$ cat src/logic/mon_lookup_pkg.sv
//~~~~~~~~~~~~~~~~~~~~~~~~~~~~~~~~~~~~~~~~
// Monitoring lookup shared definitions
// Widths, bus address map and vector
// types used by the control side
//~~~~~~~~~~~~~~~~~~~~~~~~~~~~~~~~~~~~~~~~
`default_nettype none

package mon_lookup_pkg;

	// Widths
	localparam int data_w      = 32;
	localparam int adr_w       = 12;
	localparam int stamp_w     = 64;
	localparam int num_classes = 4;
	localparam int class_w     = 2;
	localparam int len_w       = 16;
	localparam int tbl_rows    = 16;
	localparam int tbl_cols    = 8;
	localparam int row_w       = 4;
	localparam int col_w       = 3;
	localparam int proto_w     = 8;

	// Address map, byte addresses with word index from bit 2
	localparam int win_bit    = 11;
	localparam int word_lsb   = 2;
	localparam int stat_idx_w = 5;
	localparam int row_lsb    = 5;

	// Statistics window words
	localparam int reg_rst_stats  = 0;
	localparam int reg_freeze     = 1;
	localparam int reg_pkt_base   = 2;
	localparam int reg_bytes_base = 6;
	localparam int reg_time_low   = 10;
	localparam int reg_time_high  = 11;

	// Rule table columns, proto pair last
	localparam int col_sip          = 0;
	localparam int col_sip_mask     = 1;
	localparam int col_dip          = 2;
	localparam int col_dip_mask     = 3;
	localparam int col_l4ports      = 4;
	localparam int col_l4ports_mask = 5;
	localparam int col_proto        = 6;
	localparam int col_proto_mask   = 7;

	typedef logic [data_w-1:0]          word_t;
	typedef logic [adr_w-1:0]           bus_adr_t;
	typedef logic [stamp_w-1:0]         stamp_t;
	typedef logic [class_w-1:0]         pkt_class_t;
	typedef logic [len_w-1:0]           pkt_len_t;
	typedef logic [row_w-1:0]           row_idx_t;
	typedef logic [tbl_cols*data_w-1:0] rule_row_t;

endpackage

`default_nettype wire

$ cat src/logic/bus_window_decoder.sv
//~~~~~~~~~~~~~~~~~~~~~~~~~~~~~~~~~~~~~~~~
// Wishbone window decoder
// Selects statistics or table window and
// merges their responses into one ack
//~~~~~~~~~~~~~~~~~~~~~~~~~~~~~~~~~~~~~~~~
`timescale 1ns/1ps
`default_nettype none

module bus_window_decoder (
	input  wire                       Bus2IP_Clk,
	input  wire                       reset,
	input  wire                       wb_cyc,
	input  wire                       wb_stb,
	input  wire mon_lookup_pkg::bus_adr_t wb_adr,
	input  wire mon_lookup_pkg::word_t    stats_rd_data,
	input  wire                       stats_done,
	input  wire mon_lookup_pkg::word_t    table_rd_data,
	input  wire                       table_done,
	output logic                      stats_sel,
	output logic                      table_sel,
	output mon_lookup_pkg::word_t         wb_dat_r,
	output logic                      wb_ack
);

	logic bus_req;

	// Active bus cycle, window picked by the address
	assign bus_req = wb_cyc && wb_stb;
	assign stats_sel = bus_req && !wb_adr[mon_lookup_pkg::win_bit];
	assign table_sel = bus_req && wb_adr[mon_lookup_pkg::win_bit];

	// Acknowledge one cycle after either window finishes
	always_ff @(posedge Bus2IP_Clk) begin
		if (reset) begin
			wb_ack <= 1'b0;
		end else begin
			wb_ack <= stats_done || table_done;
		end
	end

	// Zero when no window answers
	always_ff @(posedge Bus2IP_Clk) begin
		if (stats_done) begin
			wb_dat_r <= stats_rd_data;
		end else if (table_done) begin
			wb_dat_r <= table_rd_data;
		end else begin
			wb_dat_r <= '0;
		end
	end

endmodule

`default_nettype wire

$ cat config.mk
export PLATFORM = sky130hd
export DESIGN_NAME = bus_window_decoder
export DESIGN_NICKNAME = d
export VERILOG_FILES = /design/src/logic/mon_lookup_pkg.sv /design/src/logic/bus_window_decoder.sv
export SDC_FILE = /design/constraint.sdc
export NUM_CORES = 1
export LEC_CHECK = 0
export BUFFER_PORTS_ARGS = -buffer_cell sky130_fd_sc_hd__buf_2
export CAP_MARGIN = 20
export CORE_MARGIN = 1
export CORE_UTILIZATION = 35
export CTS_CLUSTER_SIZE = 30
export DETAILED_ROUTE_END_ITERATION = 12
export GPL_TIMING_DRIVEN = 0
export HOLD_SLACK_MARGIN = 0.08
export PLACE_DENSITY = 0.83
export SLEW_MARGIN = 15
export SYNTH_ARGS = -nofsm -noshare
export SYNTH_HDL_FRONTEND = slang
export SYNTH_SLANG_ARGS = --single-unit
$ cat constraint.sdc
create_clock -name Bus2IP_Clk -period 1.1 [get_ports Bus2IP_Clk]
set_input_delay 0.275 -clock Bus2IP_Clk [delete_from_list [all_inputs] [get_ports Bus2IP_Clk]]
set_output_delay 0.275 -clock Bus2IP_Clk [all_outputs]
set_load 0.02 [all_outputs]
# [After elaboration in Yosys (flattened, before gate mapping)]
# Index checks and enable logic that the tools add are counted.
[totals] regBits=33 in_bits=82 out_inout_bits=35 word_cells=9
[classes] mux=2 reduce_logical=5
[op_table] operator="$mux W32" n=2
[op_table] operator="$logic_and A1 B1 Y1" n=3
[op_table] operator="$logic_not A1 Y1" n=1
[op_table] operator="$logic_or A1 B1 Y1" n=1

# [Depth between registers and ports, before layout]
[depth] depth_word=2 ltp_mapped=4 mapped_depth_nobuf=2

# [Worst setup path before layout]
# OpenSTA, ideal clock, no wires.
[synth_path] path_type="input-to-output" from="input port wb_cyc" to="output port stats_sel" arrival_ns=0.592 t_required_ns=0.825 path_slack_ns=0.233 stages=2 path_buffers=0 cell_sequence="nand2_1 -> nor2_1"
[synth_via] elab_chain_cells=2
[synth_rtl] item="start, declared" line_no="bus_window_decoder.sv:12" rtl="input wire wb_cyc,"
[synth_rtl] item="$logic_and A1 B1 Y1" line_no="bus_window_decoder.sv:28" rtl="assign bus_req = wb_cyc && wb_stb;"
[synth_rtl] item="$logic_and A1 B1 Y1" line_no="bus_window_decoder.sv:29" rtl="assign stats_sel = bus_req && !wb_adr[mon_lookup_pkg::win_bit];"
[synth_rtl] item="end, declared" line_no="bus_window_decoder.sv:19" rtl="output logic stats_sel,"
# No other way between the ends.

# [Final worst setup path]
[layout_path] from="register wb_dat_r[21]" to="output port wb_dat_r[21]"
[layout_rtl] item="start, declared" line_no="bus_window_decoder.sv:21" rtl="output mon_lookup_pkg::word_t wb_dat_r,"
[layout_rtl] item="start signal, assigned" line_no="bus_window_decoder.sv:44" rtl="wb_dat_r <= stats_rd_data;"
[layout_rtl] item="start signal, assigned" line_no="bus_window_decoder.sv:46" rtl="wb_dat_r <= table_rd_data;"
# No word-level cell between the ends.

==> results by stage <==
Detailed routing:
- After detailed routing, the average wire length per cell comes to 12.5 um.
- For this run, the detailed router's first-pass iteration total came to 4.
- The count of nets left with antenna violations once routing finished came out at 0.
- The routed via count is 1049.
- The total length of routed wires is 2810 um.
- The DRC violations left is 0.
- In the routed layout, each cell is associated on average with a via count of 4.68.
- The number of DRC markers in iteration 0 is 13.

Setup path:
- The arrival time of the worst setup path is 0.84 ns.
- The worst path required time is 0.82 ns.
- Together, buffers and inverters on the worst path number 1.
- The library cell contributing the largest single delay on the critical path is sky130_fd_sc_hd__dfxtp_1.
- In this design, the stage delay of the slowest critical-path cell is 0.37 ns.
- The startpoint kind of the worst setup timing path is a flop.
- In this design, the largest share of critical-path delay is due to flip-flops.
- By startpoint and endpoint, the worst setup path is classified as reg2out.
- Walking the worst path, the cells encountered are buf_6.
- The worst setup path is captured at a primary output.
- The largest fanout of any net on the critical path is 1.

Timing:
- The top achievable clock speed is 0.898 GHz.
- Setup repair after global routing could not meet its margin everywhere.
- Final hold analysis gives a worst-case slack of 0.142 ns.
- Of the available clock period, the critical path in the final layout requires 101%.
- The worst pin sits at a relative slew slack of 87.9%.
- After layout, the minimum clock period comes to 1.11 ns.
- The transition time at the pin with the least slew margin is 0.182 ns.
- Setup violations remaining at the end of the flow were counted as 1.
- In the post-route analysis, the smallest setup slack over all paths is -0.0139 ns.
- Adding up every negative setup slack in the final design gives -0.0139 ns.
- The number of endpoints with negative hold slack in the final report is 0.
- The number of pins exceeding their max-slew limit in the final report is 0.

Floorplanning:
- For this configuration, the core starts out at a cell density of 37.4%.
- 117 I/O pins were placed.
- In this run the vertical extent of the chip is 56.5 um.
- The area of the die is 0.00320 mm2.
- The number of standard-cell rows in the floorplan is 19.
- After floorplanning, the core was sized to cover 0.00278 mm2.
- The die is 56.5 um wide.

CTS:
- In this run the post-CTS setup repair buffer count came out at 0.
- The cell at the root of the clock tree is sky130_fd_sc_hd__clkbuf_4.
- The clock buffer count from CTS is 5.
- The buffer levels on the longest clock path is 2.
- The H-tree was split into 2 levels.
- The number of sinks on the clock net is 33.
- TritonCTS built the clock tree.
- The clock input transition at the sequential cells of the worst setup and hold paths is 0.10 ns.

Logic synthesis:
- Synthesis inferred 33 register bits.
- The largest area contributor in the synthesized netlist is sky130_fd_sc_hd__dfxtp_1.
- The number of enable-type register cells in the synthesized netlist is 0.
- The area share of the largest cell type after synthesis is 63.5%.
- During synthesis, Yosys emitted a total of 0 warnings.
- Sorting the synthesized cells by area gives the leading types as sky130_fd_sc_hd__dfxtp_1, sky130_fd_sc_hd__a22o_1, sky130_fd_sc_hd__buf_6.
- The synthesized netlist net count is 162.
- The synthesized area per cell is 13.0 um2.
- After synthesis, the share of flip-flops with an asynchronous set or reset is 0%.
- The cell area that synthesis handed to floorplanning was 0.00104 mm2.
- After synthesis, the netlist uses 10 different library cells.
- Among all flip-flop cells after synthesis, the most frequent one is sky130_fd_sc_hd__dfxtp_1.
- After synthesis, flip-flops and latches occupy 63.5% of the total area.
- By count the netlist is led by sky130_fd_sc_hd__dfxtp_1, sky130_fd_sc_hd__a22o_1, sky130_fd_sc_hd__buf_6.
- The post-synthesis instance total is 80.
- The most common cell in the synthesized netlist is sky130_fd_sc_hd__dfxtp_1.

GRT:
- For this run the aggregate overflow at the end of global routing stands at 0.
- The number of global-route vias before repair was 922.
- The first global-routing pass estimated 3900 um of wire.
- The initial antenna violation count is 0.
- Entering global routing, the biggest net connects 12 pins.
- Global routing used 16.7% of the available tracks.

Worst hold path:
- The worst hold path class is in2reg.
- The endpoint of the worst hold path is wb_dat_r[20]$_DFF_P_.
- The startpoint identified for the worst hold timing path is table_rd_data[20].
- The worst hold path was traced through 2 stages.

Cells and area:
- The final instance area is 0.00190 mm2.
- Compared with the post-synthesis result, the final layout area differs by 82.2%.
- Measured on the finished design, the core utilization comes to 68.2%.
- The diode insertion count for antenna repair is 0.
- The final-layout fill cell count is 227.
- Cells with a size suffix above 1 make up 72.0% of the layout.
- In the final design database the tool counted 274 nets.

Run status:
- The checks that failed: setup timing.
- The flow ran to the end, but the final reports show violations.

Flow run:
- Max-cap violations in this run came to 0.

Pwr:
- The worst voltage drop across the vdd grid is 1.91 mV.
- Power spread over the standard cell area amounts to 1590 mW/mm2.
- The leakage power figure is 0.985 nW.

Placed design:
- At the end of routability-driven placement, the weighted congestion stood at 0.751.
- The placed wire-length estimate after detailed placement is 2040 um.
- The post-placement worst setup slack is 0.123 ns.
- Port buffering added 104 buffers.
- The instance area after placement is 0.00160 mm2.
-- final cells by class --
type	count	area, um2	area share (%)
Multi-Input combinational cell	40	320	16.9
Timing Repair Buffer	105	692	36.5
Buffer	7	60.1	3.17
Sequential cell	33	683	36.0
Clock buffer	5	37.5	1.98
Clock inverter	3	65.1	3.43
Tap cell	31	38.8	2.04
-- power by group --
group | internal (mW) | switching, mW | leakage, nW
Clock | 0.704 | 0.401 | 0.0552
Combinational | 0.322 | 0.253 | 0.650
Sequential | 1.30 | 0.0377 | 0.280
Total | 2.32 | 0.692 | 0.985
-- state kept, by name (all words and copies together), names as in the netlist --
name	count
wb_dat_r	32
wb_ack	1
-- cell families (layout without fill, tap and decap cells) --
group | count (synthesis) | in the layout | share of synthesized area (%)
compound gates | 32 | 32 | 26.7
buf+inv | 7 | 120 | 5.77
simple gates | 8 | 8 | 4.09
flops | 33 | 33 | 63.5
-- metrics by stage --
step / power, mW / std cells
floorplan: 1.59 / 80
finish: 3.01 / 224
global placement: 1.81 / 215
CTS: 2.95 / 224
detailed placement: 1.82 / 215
global route: 3.14 / 224
-- metal layers --
metal	part of all wire (%)	vias up	track usage (%)	wire, um
met1	34	462	14.6	955
met3	8.8	6	8.53	246
met2	55	59	30.4	1560
met4	1.7	0	9.06	48
li1	-	522	-	-
met5	0	-	0	0
-- cells in the final DEF, fill, tap and decap left out --
| master | synthesis | final |
|---|---|---|
| sky130_fd_sc_hd__buf_2 | 3 | 74 |
| sky130_fd_sc_hd__a22o_1 | 30 | 30 |
| sky130_fd_sc_hd__buf_6 | 4 | 25 |
| sky130_fd_sc_hd__dfxtp_2 | 0 | 18 |
| sky130_fd_sc_hd__dfxtp_1 | 33 | 15 |
| sky130_fd_sc_hd__buf_4 | 0 | 12 |
| sky130_fd_sc_hd__clkbuf_4 | 0 | 5 |
| sky130_fd_sc_hd__nand2_1 | 3 | 3 |
| sky130_fd_sc_hd__nor2_1 | 3 | 3 |
| sky130_fd_sc_hd__bufinv_16 | 0 | 2 |
| sky130_fd_sc_hd__o21ai_1 | 1 | 1 |
| sky130_fd_sc_hd__nor2b_4 | 1 | 1 |
| sky130_fd_sc_hd__and3_1 | 1 | 1 |
| sky130_fd_sc_hd__a22o_2 | 1 | 1 |
| sky130_fd_sc_hd__clkinv_2 | 0 | 1 |
| sky130_fd_sc_hd__dlygate4sd3_1 | 0 | 1 |
-- repair_timing --
item,4_1_cts,5_1_grt
endpoints found under the hold margin,1,0
hold buffers,1,0
gates resized for setup,15,57
gates cloned,0,0
endpoints found under the setup margin,11,33
-- worst max-delay path by stage --
| stage | depth (start not counted) | to | start |
|---|---|---|---|
| detailed placement | 4 | wb_dat_r[27]$_DFF_P_ | table_done |
| CTS | 1 | wb_dat_r[29] | wb_dat_r[29]$_DFF_P_ |
| global placement | 4 | wb_dat_r[26]$_DFF_P_ | table_done |
| finish | 1 | wb_dat_r[21] | wb_dat_r[21]$_DFF_P_ |
| global route | 1 | wb_dat_r[21] | wb_dat_r[21]$_DFF_P_ |
| floorplan | 2 | stats_sel | wb_cyc |
(Power assumes the default switching activity.)
