$ cat src/logic/mon_lookup_pkg.sv
//~~~~~~~~~~~~~~~~~~~~~~~~~~~~~~~~~~~~~~~~
// Monitoring lookup shared definitions
// Widths, bus address map and vector
// types used by the control side
//~~~~~~~~~~~~~~~~~~~~~~~~~~~~~~~~~~~~~~~~
`default_nettype none

package mon_lookup_pkg;

	// Widths
	localparam int data_w      = 32;
	localparam int adr_w       = 12;
	localparam int stamp_w     = 64;
	localparam int num_classes = 4;
	localparam int class_w     = 2;
	localparam int len_w       = 16;
	localparam int tbl_rows    = 16;
	localparam int tbl_cols    = 8;
	localparam int row_w       = 4;
	localparam int col_w       = 3;
	localparam int proto_w     = 8;

	// Address map, byte addresses with word index from bit 2
	localparam int win_bit    = 11;
	localparam int word_lsb   = 2;
	localparam int stat_idx_w = 5;
	localparam int row_lsb    = 5;

	// Statistics window words
	localparam int reg_rst_stats  = 0;
	localparam int reg_freeze     = 1;
	localparam int reg_pkt_base   = 2;
	localparam int reg_bytes_base = 6;
	localparam int reg_time_low   = 10;
	localparam int reg_time_high  = 11;

	// Rule table columns, proto pair last
	localparam int col_sip          = 0;
	localparam int col_sip_mask     = 1;
	localparam int col_dip          = 2;
	localparam int col_dip_mask     = 3;
	localparam int col_l4ports      = 4;
	localparam int col_l4ports_mask = 5;
	localparam int col_proto        = 6;
	localparam int col_proto_mask   = 7;

	typedef logic [data_w-1:0]          word_t;
	typedef logic [adr_w-1:0]           bus_adr_t;
	typedef logic [stamp_w-1:0]         stamp_t;
	typedef logic [class_w-1:0]         pkt_class_t;
	typedef logic [len_w-1:0]           pkt_len_t;
	typedef logic [row_w-1:0]           row_idx_t;
	typedef logic [tbl_cols*data_w-1:0] rule_row_t;

endpackage

`default_nettype wire

$ cat src/logic/mon_stats_regs.sv
//~~~~~~~~~~~~~~~~~~~~~~~~~~~~~~~~~~~~~~~~
// Monitoring statistics registers
// Control bits, per-class packet and byte
// counters, last-packet timestamp and the
// window-0 register access
//~~~~~~~~~~~~~~~~~~~~~~~~~~~~~~~~~~~~~~~~
`timescale 1ns/1ps
`default_nettype none

module mon_stats_regs (
	input  wire                         Bus2IP_Clk,
	input  wire                         reset,
	input  wire                         sel,
	input  wire                         we,
	input  wire mon_lookup_pkg::bus_adr_t   adr,
	input  wire mon_lookup_pkg::word_t      dat_w,
	input  wire                         pkt_valid,
	input  wire mon_lookup_pkg::pkt_class_t pkt_class,
	input  wire mon_lookup_pkg::pkt_len_t   pkt_len,
	input  wire mon_lookup_pkg::stamp_t     stamp_counter,
	output mon_lookup_pkg::word_t           rd_data,
	output logic                        done
);

	mon_lookup_pkg::word_t  rst_stats_reg;
	mon_lookup_pkg::word_t  freeze_reg;
	mon_lookup_pkg::word_t  pkt_cnt [mon_lookup_pkg::num_classes];
	mon_lookup_pkg::word_t  byte_cnt [mon_lookup_pkg::num_classes];
	mon_lookup_pkg::stamp_t last_stamp;
	mon_lookup_pkg::word_t  rd_word;

	logic [mon_lookup_pkg::stat_idx_w-1:0] idx;
	logic served;
	logic access;

	assign idx = adr[mon_lookup_pkg::word_lsb +: mon_lookup_pkg::stat_idx_w];

	// One access per bus cycle
	assign access = sel && !served;

	always_ff @(posedge Bus2IP_Clk) begin
		if (reset) begin
			rst_stats_reg <= '0;
			freeze_reg <= '0;
			served <= 1'b0;
			done <= 1'b0;
		end else begin
			served <= sel;
			done <= access;
			if (access && we) begin
				case (idx)
					mon_lookup_pkg::reg_rst_stats: rst_stats_reg <= dat_w;
					mon_lookup_pkg::reg_freeze: freeze_reg <= dat_w;
					// Counter and timestamp words ignore writes
					default: ;
				endcase
			end
		end
	end

	// Clearing wins over counting
	always_ff @(posedge Bus2IP_Clk) begin
		if (reset || rst_stats_reg[0]) begin
			for (int i = 0; i < mon_lookup_pkg::num_classes; i++) begin
				pkt_cnt[i] <= '0;
				byte_cnt[i] <= '0;
			end
			last_stamp <= '0;
		end else if (pkt_valid && !freeze_reg[0]) begin
			pkt_cnt[pkt_class] <= pkt_cnt[pkt_class] + 1'b1;
			byte_cnt[pkt_class] <= byte_cnt[pkt_class] + mon_lookup_pkg::word_t'(pkt_len);
			last_stamp <= stamp_counter;
		end
	end

	// Window-0 read mux
	always_comb begin
		rd_word = '0;
		if (idx == mon_lookup_pkg::reg_rst_stats) begin
			rd_word = rst_stats_reg;
		end else if (idx == mon_lookup_pkg::reg_freeze) begin
			rd_word = freeze_reg;
		end else if (idx >= mon_lookup_pkg::reg_pkt_base &&
				idx < mon_lookup_pkg::reg_bytes_base) begin
			rd_word = pkt_cnt[mon_lookup_pkg::pkt_class_t'(idx - mon_lookup_pkg::reg_pkt_base)];
		end else if (idx >= mon_lookup_pkg::reg_bytes_base &&
				idx < mon_lookup_pkg::reg_time_low) begin
			rd_word = byte_cnt[mon_lookup_pkg::pkt_class_t'(idx - mon_lookup_pkg::reg_bytes_base)];
		end else if (idx == mon_lookup_pkg::reg_time_low) begin
			rd_word = last_stamp[mon_lookup_pkg::data_w-1:0];
		end else if (idx == mon_lookup_pkg::reg_time_high) begin
			rd_word = last_stamp[mon_lookup_pkg::stamp_w-1:mon_lookup_pkg::data_w];
		end
	end

	// Read data held until the next access
	always_ff @(posedge Bus2IP_Clk) begin
		if (access) begin
			rd_data <= rd_word;
		end
	end

endmodule

`default_nettype wire

$ cat config.mk
export PLATFORM = sky130hd
export DESIGN_NAME = mon_stats_regs
export DESIGN_NICKNAME = d
export VERILOG_FILES = /design/src/logic/mon_lookup_pkg.sv /design/src/logic/mon_stats_regs.sv
export SDC_FILE = /design/constraint.sdc
export NUM_CORES = 1
export LEC_CHECK = 0
export BUFFER_PORTS_ARGS = -buffer_cell sky130_fd_sc_hd__buf_2
export CAP_MARGIN = 20
export CORE_MARGIN = 4
export CORE_UTILIZATION = 31
export DETAILED_ROUTE_END_ITERATION = 10
export PLACE_DENSITY = 0.5
export SYNTH_ARGS = -nofsm -noshare
export SYNTH_HDL_FRONTEND = slang
export SYNTH_SLANG_ARGS = --single-unit
export TNS_END_PERCENT = 5
$ cat constraint.sdc
create_clock -name Bus2IP_Clk -period 9.75 [get_ports Bus2IP_Clk]
set_clock_uncertainty 0.15 [all_clocks]
set_input_delay 0.975 -clock Bus2IP_Clk [delete_from_list [all_inputs] [get_ports Bus2IP_Clk]]
set_output_delay 0.975 -clock Bus2IP_Clk [all_outputs]
set_load 0.1 [all_outputs]
# Word-level counts from Yosys, hierarchy flattened

Memory sizes are Yosys's and may differ from the RTL's.
Index checks and enable logic that the tools add are counted.

Flip-flop bits (word level): 162
Memory bits (writable): 256
Input port bits: 131
Output and inout port bits: 33
Logic and storage cells: 49
Memories kept: 2

Memory list:

| name     | depth | width | read ports | clocked after Yosys merged registers in | write ports | RTL line             | source |
|---|---|---|---|---|---|---|---|
| byte_cnt | 4     | 32    | 2          | 0                                       | 4           | mon_stats_regs.sv:28 | `mon_lookup_pkg::word_t byte_cnt [mon_lookup_pkg::num_classes];` |
| pkt_cnt  | 4     | 32    | 2          | 0                                       | 4           | mon_stats_regs.sv:27 | `mon_lookup_pkg::word_t pkt_cnt [mon_lookup_pkg::num_classes];` |

$add $sub $neg: 4
$lt $le $gt $ge: 4
Eq/ne operators: 3
Mux-type cells: 17
Reductions and logical operators: 13

Operator list:

| cell                  | number |
|---|---|
| $mux 32               | 8 |
| $reduce_or 32->1      | 2 |
| $add 32x1->32 const B | 1 |
| $add 32x16->32        | 1 |
| $eq 5x4->1 const B    | 2 |
| $mux 1                | 7 |
| $eq 5x1->1 const B    | 1 |
| $ge 5x2->1 const B    | 1 |
| $ge 5x3->1 const B    | 1 |
| $logic_and 1x1->1     | 5 |
| $logic_not 5->1       | 1 |
| $lt 5x3->1 const B    | 1 |
| $lt 5x4->1 const B    | 1 |
| $mux 2                | 2 |
| $reduce_and 2->1      | 2 |
| $sub 2x2->2 const B   | 2 |
| $logic_not 1->1       | 2 |
| $logic_or 1x1->1      | 1 |

# Depth between registers and ports, before layout

Word-level depth: 7
Gate-level depth with buffers: 16
Mapped depth without buffers: 10

# Worst setup path before layout

Ideal clock, no wire load.

Kind: input to register
From: input pkt_class[1]
To: memory byte_cnt[3][0] in the netlist's numbering (enable)
Library setup time: 0.574 ns
Arrival: 6.943 ns
Data required time: 9.026 ns
Slack: 2.083 ns
Stages on the path: 8
Buffers on the path: 6
Cell sequence: buf_2 > buf_2 > buf_4 > buf_4 > clkbuf_1 > buf_1 > nand2_1 > o21ai_0

RTL lines:

| item        | RTL line             | source |
|---|---|---|
| from (decl) | mon_stats_regs.sv:18 | `input wire mon_lookup_pkg::pkt_class_t pkt_class,` |
| to (decl)   | mon_stats_regs.sv:28 |  |

==> impl_metrics.xml <==
<?xml version="1.0" encoding="UTF-8"?>
<metrics>
  <group name="power">
    <metric name="net-switching-power" unit="µW">1150</metric>
    <metric name="seq_power_share" unit="%">47.6</metric>
    <metric name="cell_internal_pwr" unit="µW">3130</metric>
    <metric name="power-per-cell-area" unit="nW/µm²">182</metric>
    <metric name="share_of_total_power_in_the_clock_network" unit="%">38.9</metric>
    <metric name="max-vdd-ir-drop" unit="µV">116</metric>
    <metric name="power_switching_share" unit="%">26.9</metric>
    <metric name="power.share.combinational" unit="%">13.5</metric>
    <metric name="leak" unit="µW">0.00841</metric>
  </group>
  <group name="detailed_routing">
    <metric name="drc" unit="">0</metric>
    <metric name="postRouteAntennaNets" unit="">0</metric>
    <metric name="total_routed_wirelength" unit="µm">61400</metric>
    <metric name="initialDrtViolationCount" unit="">994</metric>
    <metric name="detailroute.via_count" unit="">14332</metric>
    <metric name="drt_pre_antenna_iters" unit="">5</metric>
    <metric name="viasPerCell" unit="">5.40</metric>
    <metric name="drt-wirelength-per-cell" unit="µm">23.1</metric>
  </group>
  <group name="place">
    <metric name="place_congestion" unit="">0.792</metric>
    <metric name="placement_cell_area" unit="µm²">22100</metric>
    <metric name="post-dp-hpwl" unit="µm">37700</metric>
    <metric name="port_buffers" unit="">156</metric>
  </group>
  <group name="outcome">
    <metric name="status" unit="">complete, no violations</metric>
  </group>
  <group name="timing">
    <metric name="fmaxAchievable" unit="MHz">190</metric>
    <metric name="final.period_utilization" unit="%">54.0</metric>
    <metric name="worst-slew-pin-transition" unit="ps">1020</metric>
    <metric name="rsz0062_at_grt" unit="">false</metric>
    <metric name="hold_viol_final" unit="">0</metric>
    <metric name="post_route_setup_tns" unit="ps">0</metric>
    <metric name="finalWorstPathRequiredPeriod" unit="ps">5260</metric>
    <metric name="maxSlewViolCount" unit="">0</metric>
    <metric name="finalSetupViolations" unit="">0</metric>
    <metric name="slew_headroom" unit="%">31.8</metric>
  </group>
  <group name="worst_hold_path">
    <metric name="hold_path_startpoint" unit="">rst_stats_reg[19]</metric>
    <metric name="hold_depth" unit="">2</metric>
    <metric name="min_path_type" unit="">flip-flop to flip-flop</metric>
  </group>
  <group name="die">
    <metric name="fp.dieH" unit="µm">265</metric>
    <metric name="placeableCoreArea" unit="µm²">65700</metric>
    <metric name="initial_utilization" unit="%">31.2</metric>
    <metric name="io_count" unit="">164</metric>
    <metric name="placementRows" unit="">94</metric>
    <metric name="fp.dieArea" unit="µm²">70400</metric>
    <metric name="fp.dieW" unit="µm">265</metric>
  </group>
  <group name="global_route">
    <metric name="overall_routing_resource_usage" unit="%">17.0</metric>
    <metric name="grt_pass1_vias" unit="">14665</metric>
    <metric name="grt_overflow" unit="">0</metric>
    <metric name="grt_max_degree" unit="">69</metric>
    <metric name="number_of_antenna_violations_at_the_first_check_in_global_routing" unit="">2</metric>
    <metric name="gr-max-usage-layer" unit="">met2</metric>
    <metric name="met1_track_utilization_from_global_routing" unit="%">24.0</metric>
    <metric name="grtUsageMet3" unit="%">3.74</metric>
    <metric name="grt_pass1_wl" unit="µm">92800</metric>
    <metric name="met2_track_utilization_from_global_routing" unit="%">27.4</metric>
  </group>
  <group name="layout">
    <metric name="highest_count_cells_in_the_layout_ignoring_fill_and_taps" unit="">288 x edfxtp_1, 197 x nor2_1, 171 x nand2_1, 154 x buf_2, 130 x dfxtp_1</metric>
    <metric name="top_regs" unit="">byte_cnt: 128 flops, pkt_cnt: 128 flops, last_stamp: 64 flops</metric>
    <metric name="layout_commonest_cell" unit="">edfxtp_1</metric>
    <metric name="final_nets" unit="">1902</metric>
    <metric name="antenna-diode-count" unit="">0</metric>
    <metric name="layout-drive-gt1-share" unit="%">22.1</metric>
    <metric name="design_area" unit="µm²">23500</metric>
    <metric name="flow.area_growth_from_synthesis" unit="%">14.7</metric>
  </group>
  <group name="setup_path">
    <metric name="worst_r2r_startpoint" unit="">rst_stats_reg[0]</metric>
    <metric name="critPathSlowestCell" unit="">buf_4</metric>
    <metric name="cp.buffers_inverters" unit="">4</metric>
    <metric name="critical_path.startpoint" unit="">pkt_class[1]</metric>
    <metric name="kind_of_critical_path" unit="">primary input to flip-flop</metric>
    <metric name="cp_data_required_time" unit="ps">10000</metric>
    <metric name="timing.critical_path.slowest_cell_delay" unit="ps">720</metric>
    <metric name="register_to_register_path_depth" unit="">6</metric>
    <metric name="timing.critical_path.fanout_max" unit="">44</metric>
    <metric name="setup.worst_path.start_class" unit="">primary input</metric>
    <metric name="timing.critical_path.arrival" unit="ps">5510</metric>
    <metric name="cp-end-kind" unit="">flip-flop</metric>
    <metric name="critical_path.cell_chain" unit="">buf_2 &gt; buf_4 &gt; mux4_2 &gt; ha_1 &gt; inv_1 &gt; fa_1 &gt; nor2b_1 &gt; o2111ai_1 &gt; a21oi_1 &gt; nor4_2 &gt; buf_4 &gt; or4_1 &gt; a21oi_1</metric>
    <metric name="cp_num_cells" unit="">13</metric>
    <metric name="critical_path.top_delay_family" unit="">buffers and inverters</metric>
  </group>
  <group name="cts">
    <metric name="tritoncts_clock_tree" unit="">yes</metric>
    <metric name="post_cts_setup_buffer_count" unit="">0</metric>
    <metric name="htreeDepth" unit="">2</metric>
    <metric name="holdBufCountCts" unit="">0</metric>
    <metric name="cts-resized-gates" unit="">0</metric>
    <metric name="clk-insertion-delay-late" unit="ps">600</metric>
    <metric name="clk_transition_reported_paths" unit="ps">60</metric>
    <metric name="tritoncts.num_buffers" unit="">47</metric>
    <metric name="clock-sinks" unit="">418</metric>
    <metric name="ctsRootBufferMaster" unit="">clkbuf_16</metric>
    <metric name="clockBufferDepth" unit="">3</metric>
  </group>
  <group name="yosys">
    <metric name="post_synth_num_cell_types" unit="">64</metric>
    <metric name="ys_seq_area_share" unit="%">54.8</metric>
    <metric name="synth_register_bits" unit="">418</metric>
    <metric name="synth.avg_cell_area" unit="µm²">12.5</metric>
    <metric name="mappedNetlistNets" unit="">1791</metric>
    <metric name="async_flop_share" unit="%">0</metric>
    <metric name="postSynth.topFlopCell" unit="">edfxtp_1</metric>
    <metric name="post_synth_instance_area" unit="µm²">20500</metric>
    <metric name="yosysWarnings" unit="">0</metric>
    <metric name="number_of_enable_flip_flop_cells_after_synthesis" unit="">288</metric>
    <metric name="synth_cells" unit="">1642</metric>
  </group>
  <group name="run">
    <metric name="max_cap_violations" unit="">0</metric>
  </group>
</metrics>
==> synth_stat cells, types with 7 or more instances <==
cell	number	share of area, %
a21oi_1	110	2.7
a221o_1	33	1.6
a22o_1	64	2.7
and2_1	14	0.43
buf_1	8	0.15
buf_2	15	0.37
clkbuf_1	88	1.6
dfxtp_1	130	13
edfxtp_1	288	42
ha_1	17	1.0
inv_1	31	0.57
mux2i_1	69	3.4
mux4_1	8	1.0
mux4_2	120	13
nand2_1	175	3.2
nand2b_1	9	0.27
nand3_1	29	0.71
nand4_1	9	0.27
nor2_1	198	3.6
nor3_1	33	0.80
nor3b_1	7	0.26
nor4_1	7	0.21
o21ai_0	18	0.44
o22ai_1	33	1.0
or3_1	7	0.21
xnor2_1	37	1.6
==> layout make-up <==
class / instances / area (µm²)
fillers: 6394 / 42200
clock inverters: 25 / 159
multi-input cells: 1073 / 8700
flip-flops and latches: 418 / 11300
inverters: 31 / 116
clock buffers: 61 / 1250
well taps: 864 / 1080
repair buffers: 182 / 987
==> stage by stage <==
stage	util (%)	hold WS (ps)	setup slack, ps	std cells	power (µW)
after global routing	35.8	325	4120	2654	4440
after global placement	33.7	291	3940	2568	2640
after CTS	35.8	305	4450	2654	4320
after detailed placement	33.7	296	3870	2568	2650
after floorplan	-	286	2080	1642	2470
final	35.8	303	4490	2654	4270
==> kinds of logic after synthesis <==
family          count (synthesis)  share of synthesized area, %
xor+xnor                       43                          1.83
mux                           197                          17.6
buf+inv                       151                          3.22
flops                         418                          54.8
fa+ha+maj                      18                          1.13
simple gates                  522                          11.6
compound gates                293                          9.86
==> power groups by stage <==
| stage | logic (µW) | clock network, µW | registers (µW) |
|---|---|---|---|
| global route | 622 | 1780 | 2040 |
| finish | 576 | 1660 | 2030 |
| CTS | 581 | 1710 | 2030 |
| detailed placement | 577 | 0 | 2070 |
| global placement | 572 | 0 | 2060 |
| floorplan | 345 | 0 | 2120 |
==> worst min-delay path, stage by stage (launching register included) <==
cell and delay, ps:
dfxtp_1 310, nand2_1 50, a21oi_1 50
==> metal layers <==
layer  vias to the layer above  part of all wire [%]  wire length (µm)
met5                         -                 0.044                27
met4                         4                   1.3               809
met3                        61                   6.8              4150
met2                       436                    46             28500
met1                      7331                    46             28000
li1                       6500                     -                 -
==> worst paths after layout <==
check	end	slack, ps
worst min-delay path	rst_stats_reg[19]	300
worst max register to register	byte_cnt[2][26]	5450
worst max-delay path	byte_cnt[3][20]	4490
worst min register to register	rst_stats_reg[19]	300
Power figures use the tool's default switching activity.
